`src/dmem_pkg.sv`:
```
// --------------------------------------------------
// Shared widths, MMIO region map and counter type
// The region is 64 bytes and must be 64-byte aligned
// Word index bit 3 picks the block, bits 2:0 the word
// --------------------------------------------------
package dmem_pkg;

    localparam int ADDR_W        = 32;          // Byte address width
    localparam int DATA_W        = 32;          // Bus data width
    localparam int STRB_W        = DATA_W / 8;  // One strobe per byte

    typedef logic [ADDR_W-1:0] addr_t;
    typedef logic [DATA_W-1:0] data_t;
    typedef logic [STRB_W-1:0] strb_t;

    // ------------------------------------------------
    // MMIO region
    localparam int    MMIO_OFFSET_W     = 6;              // 64 byte window
    localparam addr_t DEFAULT_MMIO_BASE = 32'h0001_0000;  // Reset-time default

    typedef logic [2:0] mmio_idx_t;  // Word index inside one block

    // Word offsets from the region base
    localparam logic [MMIO_OFFSET_W-3:0] TIME_LO = 4'd0;   // Timer block
    localparam logic [MMIO_OFFSET_W-3:0] TIME_HI = 4'd1;
    localparam logic [MMIO_OFFSET_W-3:0] TCMP_LO = 4'd2;
    localparam logic [MMIO_OFFSET_W-3:0] TCMP_HI = 4'd3;
    localparam logic [MMIO_OFFSET_W-3:0] CYC_LO  = 4'd8;   // Counter block
    localparam logic [MMIO_OFFSET_W-3:0] CYC_HI  = 4'd9;
    localparam logic [MMIO_OFFSET_W-3:0] IRET_LO = 4'd10;
    localparam logic [MMIO_OFFSET_W-3:0] IRET_HI = 4'd11;
    localparam logic [MMIO_OFFSET_W-3:0] INHIBIT = 4'd12;  // Only writable counter word

    // ------------------------------------------------
    // 64-bit counter, seen whole or as two bus words
    typedef union packed {
        logic [2*DATA_W-1:0] full;  // Count / compare arithmetic
        struct packed {
            data_t hi;              // Upper bus word
            data_t lo;              // Lower bus word
        } half;
    } ctr_word_u;

endpackage

```
`src/dmem_router.sv`:
```
// --------------------------------------------------
// Data bus router: external port or MMIO blocks
// MMIO accesses are granted one cycle after accept
// External accesses pass through with no added delay
// MMIO_BASE_ADDR must be 64-byte aligned
// --------------------------------------------------
module dmem_router import dmem_pkg::*; #(
    parameter addr_t MMIO_BASE_ADDR = DEFAULT_MMIO_BASE
) (
    input  logic      g_clk,
    input  logic      i_arst_n,
    input  logic      i_req,         // Requester side
    input  addr_t     i_addr,
    input  logic      i_wen,
    input  strb_t     i_strb,
    input  data_t     i_wdata,
    output logic      o_gnt,
    output logic      o_err,
    output data_t     o_rdata,
    output logic      o_dmem_req,    // External port
    output addr_t     o_dmem_addr,
    output logic      o_dmem_wen,
    output strb_t     o_dmem_strb,
    output data_t     o_dmem_wdata,
    input  logic      i_dmem_gnt,
    input  logic      i_dmem_err,
    input  data_t     i_dmem_rdata,
    output logic      o_tmr_sel,     // MMIO blocks
    output logic      o_ctr_sel,
    output logic      o_mmio_wen,
    output mmio_idx_t o_mmio_idx,
    output data_t     o_mmio_wdata,
    input  data_t     i_tmr_rdata,
    input  data_t     i_ctr_rdata
);

    logic                     in_region;   // Address hits MMIO window
    logic [MMIO_OFFSET_W-3:0] word_idx;    // Word offset in window
    logic                     mapped;      // Word has a register
    logic                     writable;    // Word accepts writes
    logic                     bad_access;  // Any MMIO legality failure
    logic                     accept;      // MMIO access taken this cycle
    logic                     pending_q;   // Grant due this cycle
    logic                     err_q;       // Registered legality result
    logic                     ctr_q;       // Counter block was chosen

    assign in_region = i_addr[ADDR_W-1:MMIO_OFFSET_W] == MMIO_BASE_ADDR[ADDR_W-1:MMIO_OFFSET_W];
    assign word_idx  = i_addr[MMIO_OFFSET_W-1:2];

    always_comb begin
        mapped   = 1'b0;
        writable = 1'b0;
        case (word_idx)
            TIME_LO, TIME_HI, TCMP_LO, TCMP_HI, INHIBIT: begin
                mapped   = 1'b1;
                writable = 1'b1;
            end
            CYC_LO, CYC_HI, IRET_LO, IRET_HI: begin
                mapped   = 1'b1;                       // Read only
            end
            default: ;
        endcase
    end

    assign bad_access = (i_addr[1:0] != 2'b00)                   // Misaligned
                     || (i_wen && (i_strb != {STRB_W{1'b1}}))    // Partial write
                     || !mapped
                     || (i_wen && !writable);

    // ----------------------------------------------
    // MMIO accept, req ignored while grant is due
    assign accept       = i_req && in_region && !pending_q;
    assign o_tmr_sel    = accept && !bad_access && !word_idx[MMIO_OFFSET_W-3];
    assign o_ctr_sel    = accept && !bad_access &&  word_idx[MMIO_OFFSET_W-3];
    assign o_mmio_wen   = i_wen;
    assign o_mmio_idx   = word_idx[2:0];                 // Index within block
    assign o_mmio_wdata = i_wdata;

    always_ff @(posedge g_clk or negedge i_arst_n) begin
        if (!i_arst_n) begin
            pending_q <= 1'b0;
            err_q     <= 1'b0;
            ctr_q     <= 1'b0;
        end else begin
            pending_q <= accept;                         // Self-clears after grant
            if (accept) begin
                err_q <= bad_access;
                ctr_q <= word_idx[MMIO_OFFSET_W-3];
            end
        end
    end

    // ----------------------------------------------
    // External pass-through and response merge
    assign o_dmem_req   = i_req && !in_region;
    assign o_dmem_addr  = i_addr;
    assign o_dmem_wen   = i_wen;
    assign o_dmem_strb  = i_strb;
    assign o_dmem_wdata = i_wdata;

    assign o_gnt   = pending_q || (o_dmem_req && i_dmem_gnt);
    assign o_err   = pending_q ? err_q : (o_dmem_req && i_dmem_gnt && i_dmem_err);
    assign o_rdata = !pending_q ? i_dmem_rdata :
                     err_q      ? '0           :
                     ctr_q      ? i_ctr_rdata  : i_tmr_rdata;

endmodule

```
`src/timer_regs.sv`:
```
// --------------------------------------------------
// Time counter, compare register, timer interrupt
// Halves are written one word at a time
// A low-half write does not stop the upper half count
// Read word appears the cycle after i_sel
// --------------------------------------------------
module timer_regs import dmem_pkg::*; (
    input  logic      g_clk,
    input  logic      i_arst_n,
    input  logic      i_sel,         // One-cycle access strobe
    input  logic      i_wen,         // Write when selected
    input  mmio_idx_t i_idx,         // Word inside block
    input  data_t     i_wdata,
    input  logic      i_inhibit_tm,  // Freeze the time count
    output data_t     o_rdata,
    output logic      o_timer_irq
);

    ctr_word_u                time_q;   // Running time
    ctr_word_u                tcmp_q;   // Compare value
    data_t                    rdata_q;  // Registered read word
    logic [MMIO_OFFSET_W-3:0] word;     // Region word offset
    logic                     wr;       // Write strobe

    assign word = {1'b0, i_idx};        // Timer block is the lower half
    assign wr   = i_sel && i_wen;

    always_ff @(posedge g_clk or negedge i_arst_n) begin
        if (!i_arst_n) begin
            time_q.full <= '0;
            tcmp_q.full <= '1;                              // No interrupt out of reset
        end else begin
            if (!i_inhibit_tm) begin
                time_q.full <= time_q.full + 1'b1;
            end
            if (wr) begin
                case (word)                                 // Later write wins over count
                    TIME_LO: time_q.half.lo <= i_wdata;
                    TIME_HI: time_q.half.hi <= i_wdata;
                    TCMP_LO: tcmp_q.half.lo <= i_wdata;
                    TCMP_HI: tcmp_q.half.hi <= i_wdata;
                    default: ;
                endcase
            end
        end
    end

    always_ff @(posedge g_clk) begin
        if (i_sel) begin
            case (word)
                TIME_LO: rdata_q <= time_q.half.lo;
                TIME_HI: rdata_q <= time_q.half.hi;
                TCMP_LO: rdata_q <= tcmp_q.half.lo;
                TCMP_HI: rdata_q <= tcmp_q.half.hi;
                default: rdata_q <= '0;             // Router never selects these
            endcase
        end
    end

    assign o_rdata     = rdata_q;
    assign o_timer_irq = time_q.full >= tcmp_q.full;  // Straight from registers

endmodule

```
`src/perf_counters.sv`:
```
// --------------------------------------------------
// Cycle and retired-instruction counters, inhibit reg
// Only the inhibit word is writable
// Inhibit bits: 0 cycle, 1 time, 2 retired instr
// Read word appears the cycle after i_sel
// --------------------------------------------------
module perf_counters import dmem_pkg::*; (
    input  logic      g_clk,
    input  logic      i_arst_n,
    input  logic      i_sel,         // One-cycle access strobe
    input  logic      i_wen,         // Write when selected
    input  mmio_idx_t i_idx,         // Word inside block
    input  data_t     i_wdata,
    input  logic      i_instr_ret,   // One pulse per retired instruction
    output data_t     o_rdata,
    output logic      o_inhibit_tm   // To the timer block
);

    localparam int INH_CY = 0;
    localparam int INH_TM = 1;
    localparam int INH_IR = 2;

    ctr_word_u                cycle_q;    // Cycle count
    ctr_word_u                iret_q;     // Retired instruction count
    logic [2:0]               inhibit_q;  // Per-counter freeze
    data_t                    rdata_q;    // Registered read word
    logic [MMIO_OFFSET_W-3:0] word;       // Region word offset

    assign word = {1'b1, i_idx};          // Counter block is the upper half

    // ----------------------------------------------
    // Counters
    always_ff @(posedge g_clk or negedge i_arst_n) begin
        if (!i_arst_n) begin
            cycle_q.full <= '0;
            iret_q.full  <= '0;
        end else begin
            if (!inhibit_q[INH_CY]) begin
                cycle_q.full <= cycle_q.full + 1'b1;
            end
            if (i_instr_ret && !inhibit_q[INH_IR]) begin
                iret_q.full <= iret_q.full + 1'b1;
            end
        end
    end

    always_ff @(posedge g_clk or negedge i_arst_n) begin
        if (!i_arst_n) begin
            inhibit_q <= '0;
        end else if (i_sel && i_wen && (word == INHIBIT)) begin
            inhibit_q <= i_wdata[2:0];               // Upper bits ignored
        end
    end

    // ----------------------------------------------
    // Read port
    always_ff @(posedge g_clk) begin
        if (i_sel) begin
            case (word)
                CYC_LO:  rdata_q <= cycle_q.half.lo;
                CYC_HI:  rdata_q <= cycle_q.half.hi;
                IRET_LO: rdata_q <= iret_q.half.lo;
                IRET_HI: rdata_q <= iret_q.half.hi;
                INHIBIT: rdata_q <= {{(DATA_W-3){1'b0}}, inhibit_q};
                default: rdata_q <= '0;
            endcase
        end
    end

    assign o_rdata      = rdata_q;
    assign o_inhibit_tm = inhibit_q[INH_TM];

endmodule

```
`src/core_dmem_top.sv`:
```
// --------------------------------------------------
// Data-memory side of the core top level
// Requester holds req and fields steady until gnt
// MMIO_BASE_ADDR must be 64-byte aligned
// --------------------------------------------------
module core_dmem_top import dmem_pkg::*; #(
    parameter addr_t MMIO_BASE_ADDR = DEFAULT_MMIO_BASE
) (
    input  logic  g_clk,
    input  logic  i_arst_n,
    input  logic  i_instr_ret,   // Retire pulse
    input  logic  i_req,         // Requester bus
    input  addr_t i_addr,
    input  logic  i_wen,
    input  strb_t i_strb,
    input  data_t i_wdata,
    output logic  o_gnt,
    output logic  o_err,
    output data_t o_rdata,
    output logic  o_dmem_req,    // External data port
    output addr_t o_dmem_addr,
    output logic  o_dmem_wen,
    output strb_t o_dmem_strb,
    output data_t o_dmem_wdata,
    input  logic  i_dmem_gnt,
    input  logic  i_dmem_err,
    input  data_t i_dmem_rdata,
    output logic  o_timer_irq
);

    logic      tmr_sel;      // Timer block strobe
    logic      ctr_sel;      // Counter block strobe
    logic      mmio_wen;
    mmio_idx_t mmio_idx;
    data_t     mmio_wdata;
    data_t     tmr_rdata;
    data_t     ctr_rdata;
    logic      inhibit_tm;   // Counter block freezes time

    dmem_router #(.MMIO_BASE_ADDR(MMIO_BASE_ADDR)) u_router (
        .g_clk, .i_arst_n, .i_req, .i_addr, .i_wen, .i_strb, .i_wdata,
        .o_gnt, .o_err, .o_rdata,
        .o_dmem_req, .o_dmem_addr, .o_dmem_wen, .o_dmem_strb, .o_dmem_wdata,
        .i_dmem_gnt, .i_dmem_err, .i_dmem_rdata,
        .o_tmr_sel    (tmr_sel),
        .o_ctr_sel    (ctr_sel),
        .o_mmio_wen   (mmio_wen),
        .o_mmio_idx   (mmio_idx),
        .o_mmio_wdata (mmio_wdata),
        .i_tmr_rdata  (tmr_rdata),
        .i_ctr_rdata  (ctr_rdata)
    );

    timer_regs u_timer (
        .g_clk, .i_arst_n,
        .i_sel (tmr_sel), .i_wen (mmio_wen), .i_idx (mmio_idx), .i_wdata (mmio_wdata),
        .i_inhibit_tm (inhibit_tm),
        .o_rdata      (tmr_rdata),
        .o_timer_irq
    );

    perf_counters u_counters (
        .g_clk, .i_arst_n,
        .i_sel (ctr_sel), .i_wen (mmio_wen), .i_idx (mmio_idx), .i_wdata (mmio_wdata),
        .i_instr_ret,
        .o_rdata      (ctr_rdata),
        .o_inhibit_tm (inhibit_tm)
    );

endmodule

```
`config.mk`:
```
export PLATFORM = sky130hd
export DESIGN_NAME = core_dmem_top
export DESIGN_NICKNAME = d
export VERILOG_FILES = /design/src/dmem_pkg.sv /design/src/dmem_router.sv /design/src/timer_regs.sv /design/src/perf_counters.sv /design/src/core_dmem_top.sv
export SDC_FILE = /design/constraint.sdc
export NUM_CORES = 1
export LEC_CHECK = 0
export BUFFER_PORTS_ARGS = -buffer_cell sky130_fd_sc_hd__buf_2
export CAP_MARGIN = 20
export CORE_MARGIN = 4
export CORE_UTILIZATION = 50
export DETAILED_ROUTE_END_ITERATION = 10
export PLACE_DENSITY = 0.66
export REMOVE_ABC_BUFFERS = 1
export SYNTH_ARGS = -nofsm -noshare
export SYNTH_HDL_FRONTEND = slang
export SYNTH_SLANG_ARGS = --single-unit
```
`constraint.sdc`:
```
create_clock -name g_clk -period 5.4 [get_ports g_clk]
set_input_delay 0.27 -clock g_clk [delete_from_list [all_inputs] [get_ports g_clk]]
set_output_delay 0.27 -clock g_clk [all_outputs]
set_load 0.01 [all_outputs]
```
# Word level (Yosys, flattened, before mapping)
# Index checks and enable logic that the tools add are counted.
[word_totals]
regBits = 326
latch_bits = 0
ramBits = 0
mem_bits_ro = 0
inputBits = 107
out_inout_bits = 105
word_cells = 74
memories = 0
[classes]
add_sub_neg = 3
mul = 0
div = 0
order_cmp = 1
eq_ne = 14
shifts = 0
n_mux = 12
n_bitwise = 0
reduce_logical = 33
[ops]
columns = ["operator", "count"]
rows = [
  ["$add A64 B1 Y64 const B", 3],
  ["$mux W32", 5],
  ["$pmux W32 S5", 1],
  ["$mux W64", 2],
  ["$pmux W32 S4", 1],
  ["$ge A64 B64 Y1", 1],
  ["$eq A26 B11 Y1 const B", 1],
  ["$eq A4 B4 Y1 const B", 5],
  ["$logic_and A1 B1 Y1", 14],
  ["$reduce_or A9 Y1", 1],
  ["$eq A4 B2 Y1 const B", 2],
  ["$logic_not A4 Y1", 2],
  ["$logic_not A1 Y1", 7],
  ["$eq A3 B2 Y1 const B", 2],
  ["$reduce_or A5 Y1", 1],
  ["$eq A4 B1 Y1 const B", 1],
  ["$logic_or A1 B1 Y1", 4],
  ["$ne A4 B4 Y1 const B", 1],
  ["$reduce_and A2 Y1", 2],
  ["$eq A3 B1 Y1 const B", 1],
  ["$eq A3 B3 Y1 const B", 1],
  ["$logic_not A3 Y1", 1],
  ["$mux W1", 3],
  ["$reduce_bool A2 Y1", 1],
]

# Logic depth before layout (Yosys ltp)
[logic_depth]
depth_word = 11
depth_mapped = 9
depth_no_buf = 8

# By module
# From an unflattened synthesis, not the netlist that was laid out.
[hier_totals]
cells_unflattened = 1882
hier_area_um2 = 18655.4
[modules_own_cells]
columns = ["mod", "instances", "cells_per_inst", "area_each_um2", "seq_area_each_um2"]
rows = [
  ["timer_regs", 1, 968, 9075.0, 4244.1],
  ["perf_counters", 1, 669, 7782.5, 4239.1],
  ["dmem_router", 1, 245, 1798.0, 75.1],
]

# Worst setup path after synthesis
# OpenSTA, ideal clock, no wires.
[synth_timing]
path_kind = "input-to-reg"
from = "input port i_addr[15]"
to = "register u_timer.rdata_q[0] (netlist: u_timer.o_rdata[0]) (enable)"
setup_ns = 0.421
arrival_ns = 2.662
required_ns = 4.979
path_slack_ns = 2.317
cell_stages = 5
path_buffers = 0
cell_sequence = "nor4b_1 > nand4_1 > nor3_1 > nand2_1 > nor2_1"
[synth_via]
elab_chain_len = 5
[synth_rtl]
columns = ["item", "line", "rtl"]
rows = [
  ["start: declaration", "core_dmem_top.sv:13", "input addr_t i_addr,"],
  ["$eq A26 B11 Y1", "dmem_router.sv:47", "assign in_region = i_addr[ADDR_W-1:MMIO_OFFSET_W] == MMIO_BASE_ADDR[ADDR_W-1:MMIO_OFFSET_W];"],
  ["$logic_and A1 B1 Y1 (2 in a row)", "dmem_router.sv:72", "assign accept = i_req && in_region && !pending_q;"],
  ["net u_router.accept", "dmem_router.sv:42", "logic accept;"],
  ["$logic_and A1 B1 Y1 (2 in a row)", "dmem_router.sv:73", "assign o_tmr_sel = accept && !bad_access && !word_idx[MMIO_OFFSET_W-3];"],
  ["net tmr_sel", "core_dmem_top.sv:31", "logic tmr_sel;"],
  ["end signal: assignment", "timer_regs.sv:51", "TIME_LO: rdata_q <= time_q.half.lo;"],
  ["end signal: assignment", "timer_regs.sv:52", "TIME_HI: rdata_q <= time_q.half.hi;"],
  ["end signal: assignment", "timer_regs.sv:53", "TCMP_LO: rdata_q <= tcmp_q.half.lo;"],
  ["end: declaration", "timer_regs.sv:21", "data_t rdata_q;"],
]
# The timed path passes the listed nets, and every way through them passes these cells.
# A chain may end at the register's enable or synchronous reset.

# Final worst setup path
[layout_timing]
from = "register u_timer.time_q[0] (netlist name)"
to = "output port o_timer_irq"
[layout_via]
elab_chain_len = 1
[layout_rtl]
columns = ["item", "line", "rtl"]
rows = [
  ["start: declaration", "timer_regs.sv:19", "ctr_word_u time_q;"],
  ["$ge A64 B64 Y1", "timer_regs.sv:61", "assign o_timer_irq = time_q.full >= tcmp_q.full;"],
  ["end: declaration", "core_dmem_top.sv:28", "output logic o_timer_irq"],
]
# No other way between the ends.

==> key figures <==
Worst setup path
  – CP Buf/Inv Count: 2
  – Slowest CP cell: a2111oi_0
  – Crit-path max FO: 5
  – Critical Path RT: 5130 ps
  – Worst-path cell chain: inv_1, ha_1, nand2b_1, a2111oi_0, nor4_1, a2111o_1, a31oi_1, o21ai_0, buf_2
  – Startpoint types: flop
  – Crit path max-delay family: compound AO/OA/AOI/OAI gates
  – Critical path type: reg2out
  – Setup crit end kind: output pin
  – Slowest stage delay, CP: 800 ps
  – Arrival @ worst endpoint: 3350 ps

Clock network
  – TritonCTS clock tree: built
  – Max clock buf depth: 3
  – Clk pin slew, worst setup/hold paths: 60 ps
  – CTS resizes: 0
  – Clock sink total: 326
  – Hold Buf Count CTS: 4
  – CTS root buf: clkbuf_16
  – Total CTS buffers: 37
  – Setup Fix Bufs, Post-CTS: 0
  – Clk Latency, worst-skew pair: 520 ps
  – CTS H-Tree Depth: 2

Place
  – Placer Congestion: 0.918
  – Setup WS pre-CTS: 2270 ps
  – Port bufs: 211
  – HPWL after DPL: 35.3 mm
  – Placed Area: 19,100 um2

Logic synthesis
  – Yosys top cell area share: 27.2%
  – Post-synthesis sequential area ratio: 46.9%
  – Synth async-reset ratio: 80.4%
  – Syn Inst Count: 1,858
  – Synth unique cells: 68
  – Synth area leader: dfrtp_1
  – Top post-synthesis cells by area: dfrtp_1, edfxtp_1, dfstp_2, xnor2_1, ha_1
  – Ys Warns: 0
  – Synthesized flop and latch total: 326
  – Post-Syn Area: 18,200 um2
  – Syn Area/Cell: 9.81 um2
  – Post-synth EDFFs: 64
  – Primary FF master, synth: dfrtp_1

Global routing
  – Tot GR Track Use: 25.5%
  – Vias in the first global route: 14,400
  – Pin count of the biggest net entering global routing: 169
  – Met1 usage: 36.5%
  – Busiest grt layer: met2
  – Global-route wire length before repair: 80.0 mm
  – Total grt overflow: 0
  – Met3 usage: 3.25%
  – Antenna violations before repair: 0
  – GRT met2 Usage: 41.3%

Cells and area
  – Fin nets: 2,145
  – Multi-input gate area: 8380 um2
  – Design area: 20,400 um2
  – Layout cell share with drive strength beyond 1: 20.0%
  – Final core utilization: 57.1%
  – Layout area overhead: 12.0%
  – Ant. Diodes: 0
  – FF/Latch Area: 8560 um2
  – Fillcell total: 3,194

STA
  – Max-slew violations: 0
  – Setup_tns: 0 ps
  – Final min period: 3620 ps
  – Clock Skew: 17.5 ps
  – Final hold viol count: 0
  – F_max: 276 MHz
  – Setup ws final: 1780 ps
  – Unrepaired setup endpoints after global routing: no
  – Final worst-path cycle share: 67.1%
  – Rel. slew slack: 26.8%
  – Worst Max-Slew Pin Slew: 1100 ps
  – Setup-failing EPs final: 0

Die
  – Core Footprint: 35,700 um2
  – Initial Util: 51.0%
  – Die area: 39,600 um2
  – Row count: 69
  – Chip width: 199 um
  – Die height: 199 um
  – Number of I/O pins: 212

Route
  – Vias per cell: 5.84
  – Initial DRC Count: 1,008
  – Vias: 14,400
  – Drt drc: 0
  – Post-DRT Antenna Nets: 0
  – WL per Instance: 20.7 um
  – First-pass detailed-route iteration total: 6
  – Post-Route WL: 51.0 mm

Power and ir drop
  – Worst vdd ir: 0.000201 V
  – Power Density: 264 nW/um2
  – Total power: 5400 uW
  – Lkg Pwr: 0.00945 uW

Status
  – Status: finished, final reports clean

Worst hold path
  – Hold crit path type: in2reg

Job
  – Maxcap violations: 0
report_power, final:
part / leakage [uW] / switching [uW] / total [uW] / internal (uW)
Sequential: 0.00392 / 30.7 / 2570 / 2540
Clock: 0.000597 / 1030 / 2530 / 1500
Combinational: 0.00493 / 189 / 302 / 113
Total: 0.00945 / 1250 / 5400 / 4150
per-layer routing:
| layer | wire (um) | vias up |
|---|---|---|
| met3 | 3190 | 69 |
| met5 | 0 | - |
| met2 | 23700 | 558 |
| met1 | 22700 | 7042 |
| li1 | - | 6711 |
| met4 | 1350 | 0 |
worst paths after layout:
path | from | endpoint | slack (ps) | depth (start not counted)
max | u_timer.time_q[0] | o_timer_irq | 1780 | 9
min | i_wdata[22] | u_timer.tcmp_q[22] | 10 | 3
max reg2reg | u_timer.time_q[22] | u_timer.time_q[48] | 2500 | 6
min reg2reg | u_counters.iret_q[63] | u_counters.iret_q[63] | 480 | 1
max in group asynchronous | i_arst_n | u_counters.cycle_q[61] | 3580 | 3
min in group asynchronous | i_arst_n | u_timer.time_q[8] | 370 | 2
cells in the final DEF (no fill, tap or decap), types with 9 or more instances in the layout:
master	netlist	layout
o22ai_1	32	32
nand4_1	56	56
edfxtp_1	64	64
nor2_1	135	132
xor2_1	70	70
and4_1	14	14
inv_1	121	121
buf_2	24	210
nand3_1	59	58
a22oi_1	78	78
dfrtp_1	198	197
ha_1	67	67
a22o_1	22	22
buf_4	69	11
nor4_1	16	16
a21oi_1	87	87
mux2_2	9	9
clkbuf_16	0	39
mux2i_1	36	36
nand2_1	200	199
nor3_1	27	25
o21ai_0	74	74
a221o_1	25	25
nor3_2	14	16
xnor2_1	119	119
dfstp_2	64	64
nor4_2	9	9
and3_1	25	25
Yosys cell counts (59+ instances only):
master	instances
nand2_1	200
dfrtp_1	198
nor2_1	135
inv_1	121
xnor2_1	119
a21oi_1	87
a22oi_1	78
o21ai_0	74
xor2_1	70
buf_4	69
ha_1	67
dfstp_2	64
edfxtp_1	64
nand3_1	59
tightest hold or removal path, cell delays in order:
cell and delay, ps:
buf_2 120, nand2_1 50, o21ai_0 70
metrics by stage:
stage	hold slack, ps	std cells
floorplan	-25.6	1704
global placement	342	2388
detailed placement	340	2388
global route	20.1	2461
finish	13.8	2461
CTS	2.50	2460
sequential cells by signal, indices dropped and copies added (netlist names):
register,flops
u_counters.iret_q,64
u_router.err_q,1
u_timer.tcmp_q,64
u_timer.o_rdata,32
u_router.ctr_q,1
u_timer.time_q,64
u_router.pending_q,1
u_counters.inhibit_q,3
u_counters.cycle_q,64
u_counters.o_rdata,32
cells by family (layout without fill, tap and decap cells):
family | count (synthesis) | in the layout | synth area share (%)
muxes | 45 | 45 | 2.53
AOI/OAI and AO/OA | 342 | 342 | 12.2
buffers and inverters | 275 | 417 | 7.34
DFF | 326 | 326 | 46.9
adders and majority gates | 67 | 67 | 4.60
xor gates and xnor gates | 189 | 189 | 9.08
and+or+nand+nor | 614 | 614 | 17.3
final cells by class:
class | instances | area share, %
Clock buffer | 48 | 5.04
Clock inverter | 20 | 0.913
Inverter | 121 | 2.22
Multi-Input combinational cell | 1257 | 41.0
Sequential cell | 326 | 41.9
Tap cell | 461 | 2.83
Timing Repair Buffer | 228 | 6.02
No activity file was read; power rests on OpenSTA's default activity.
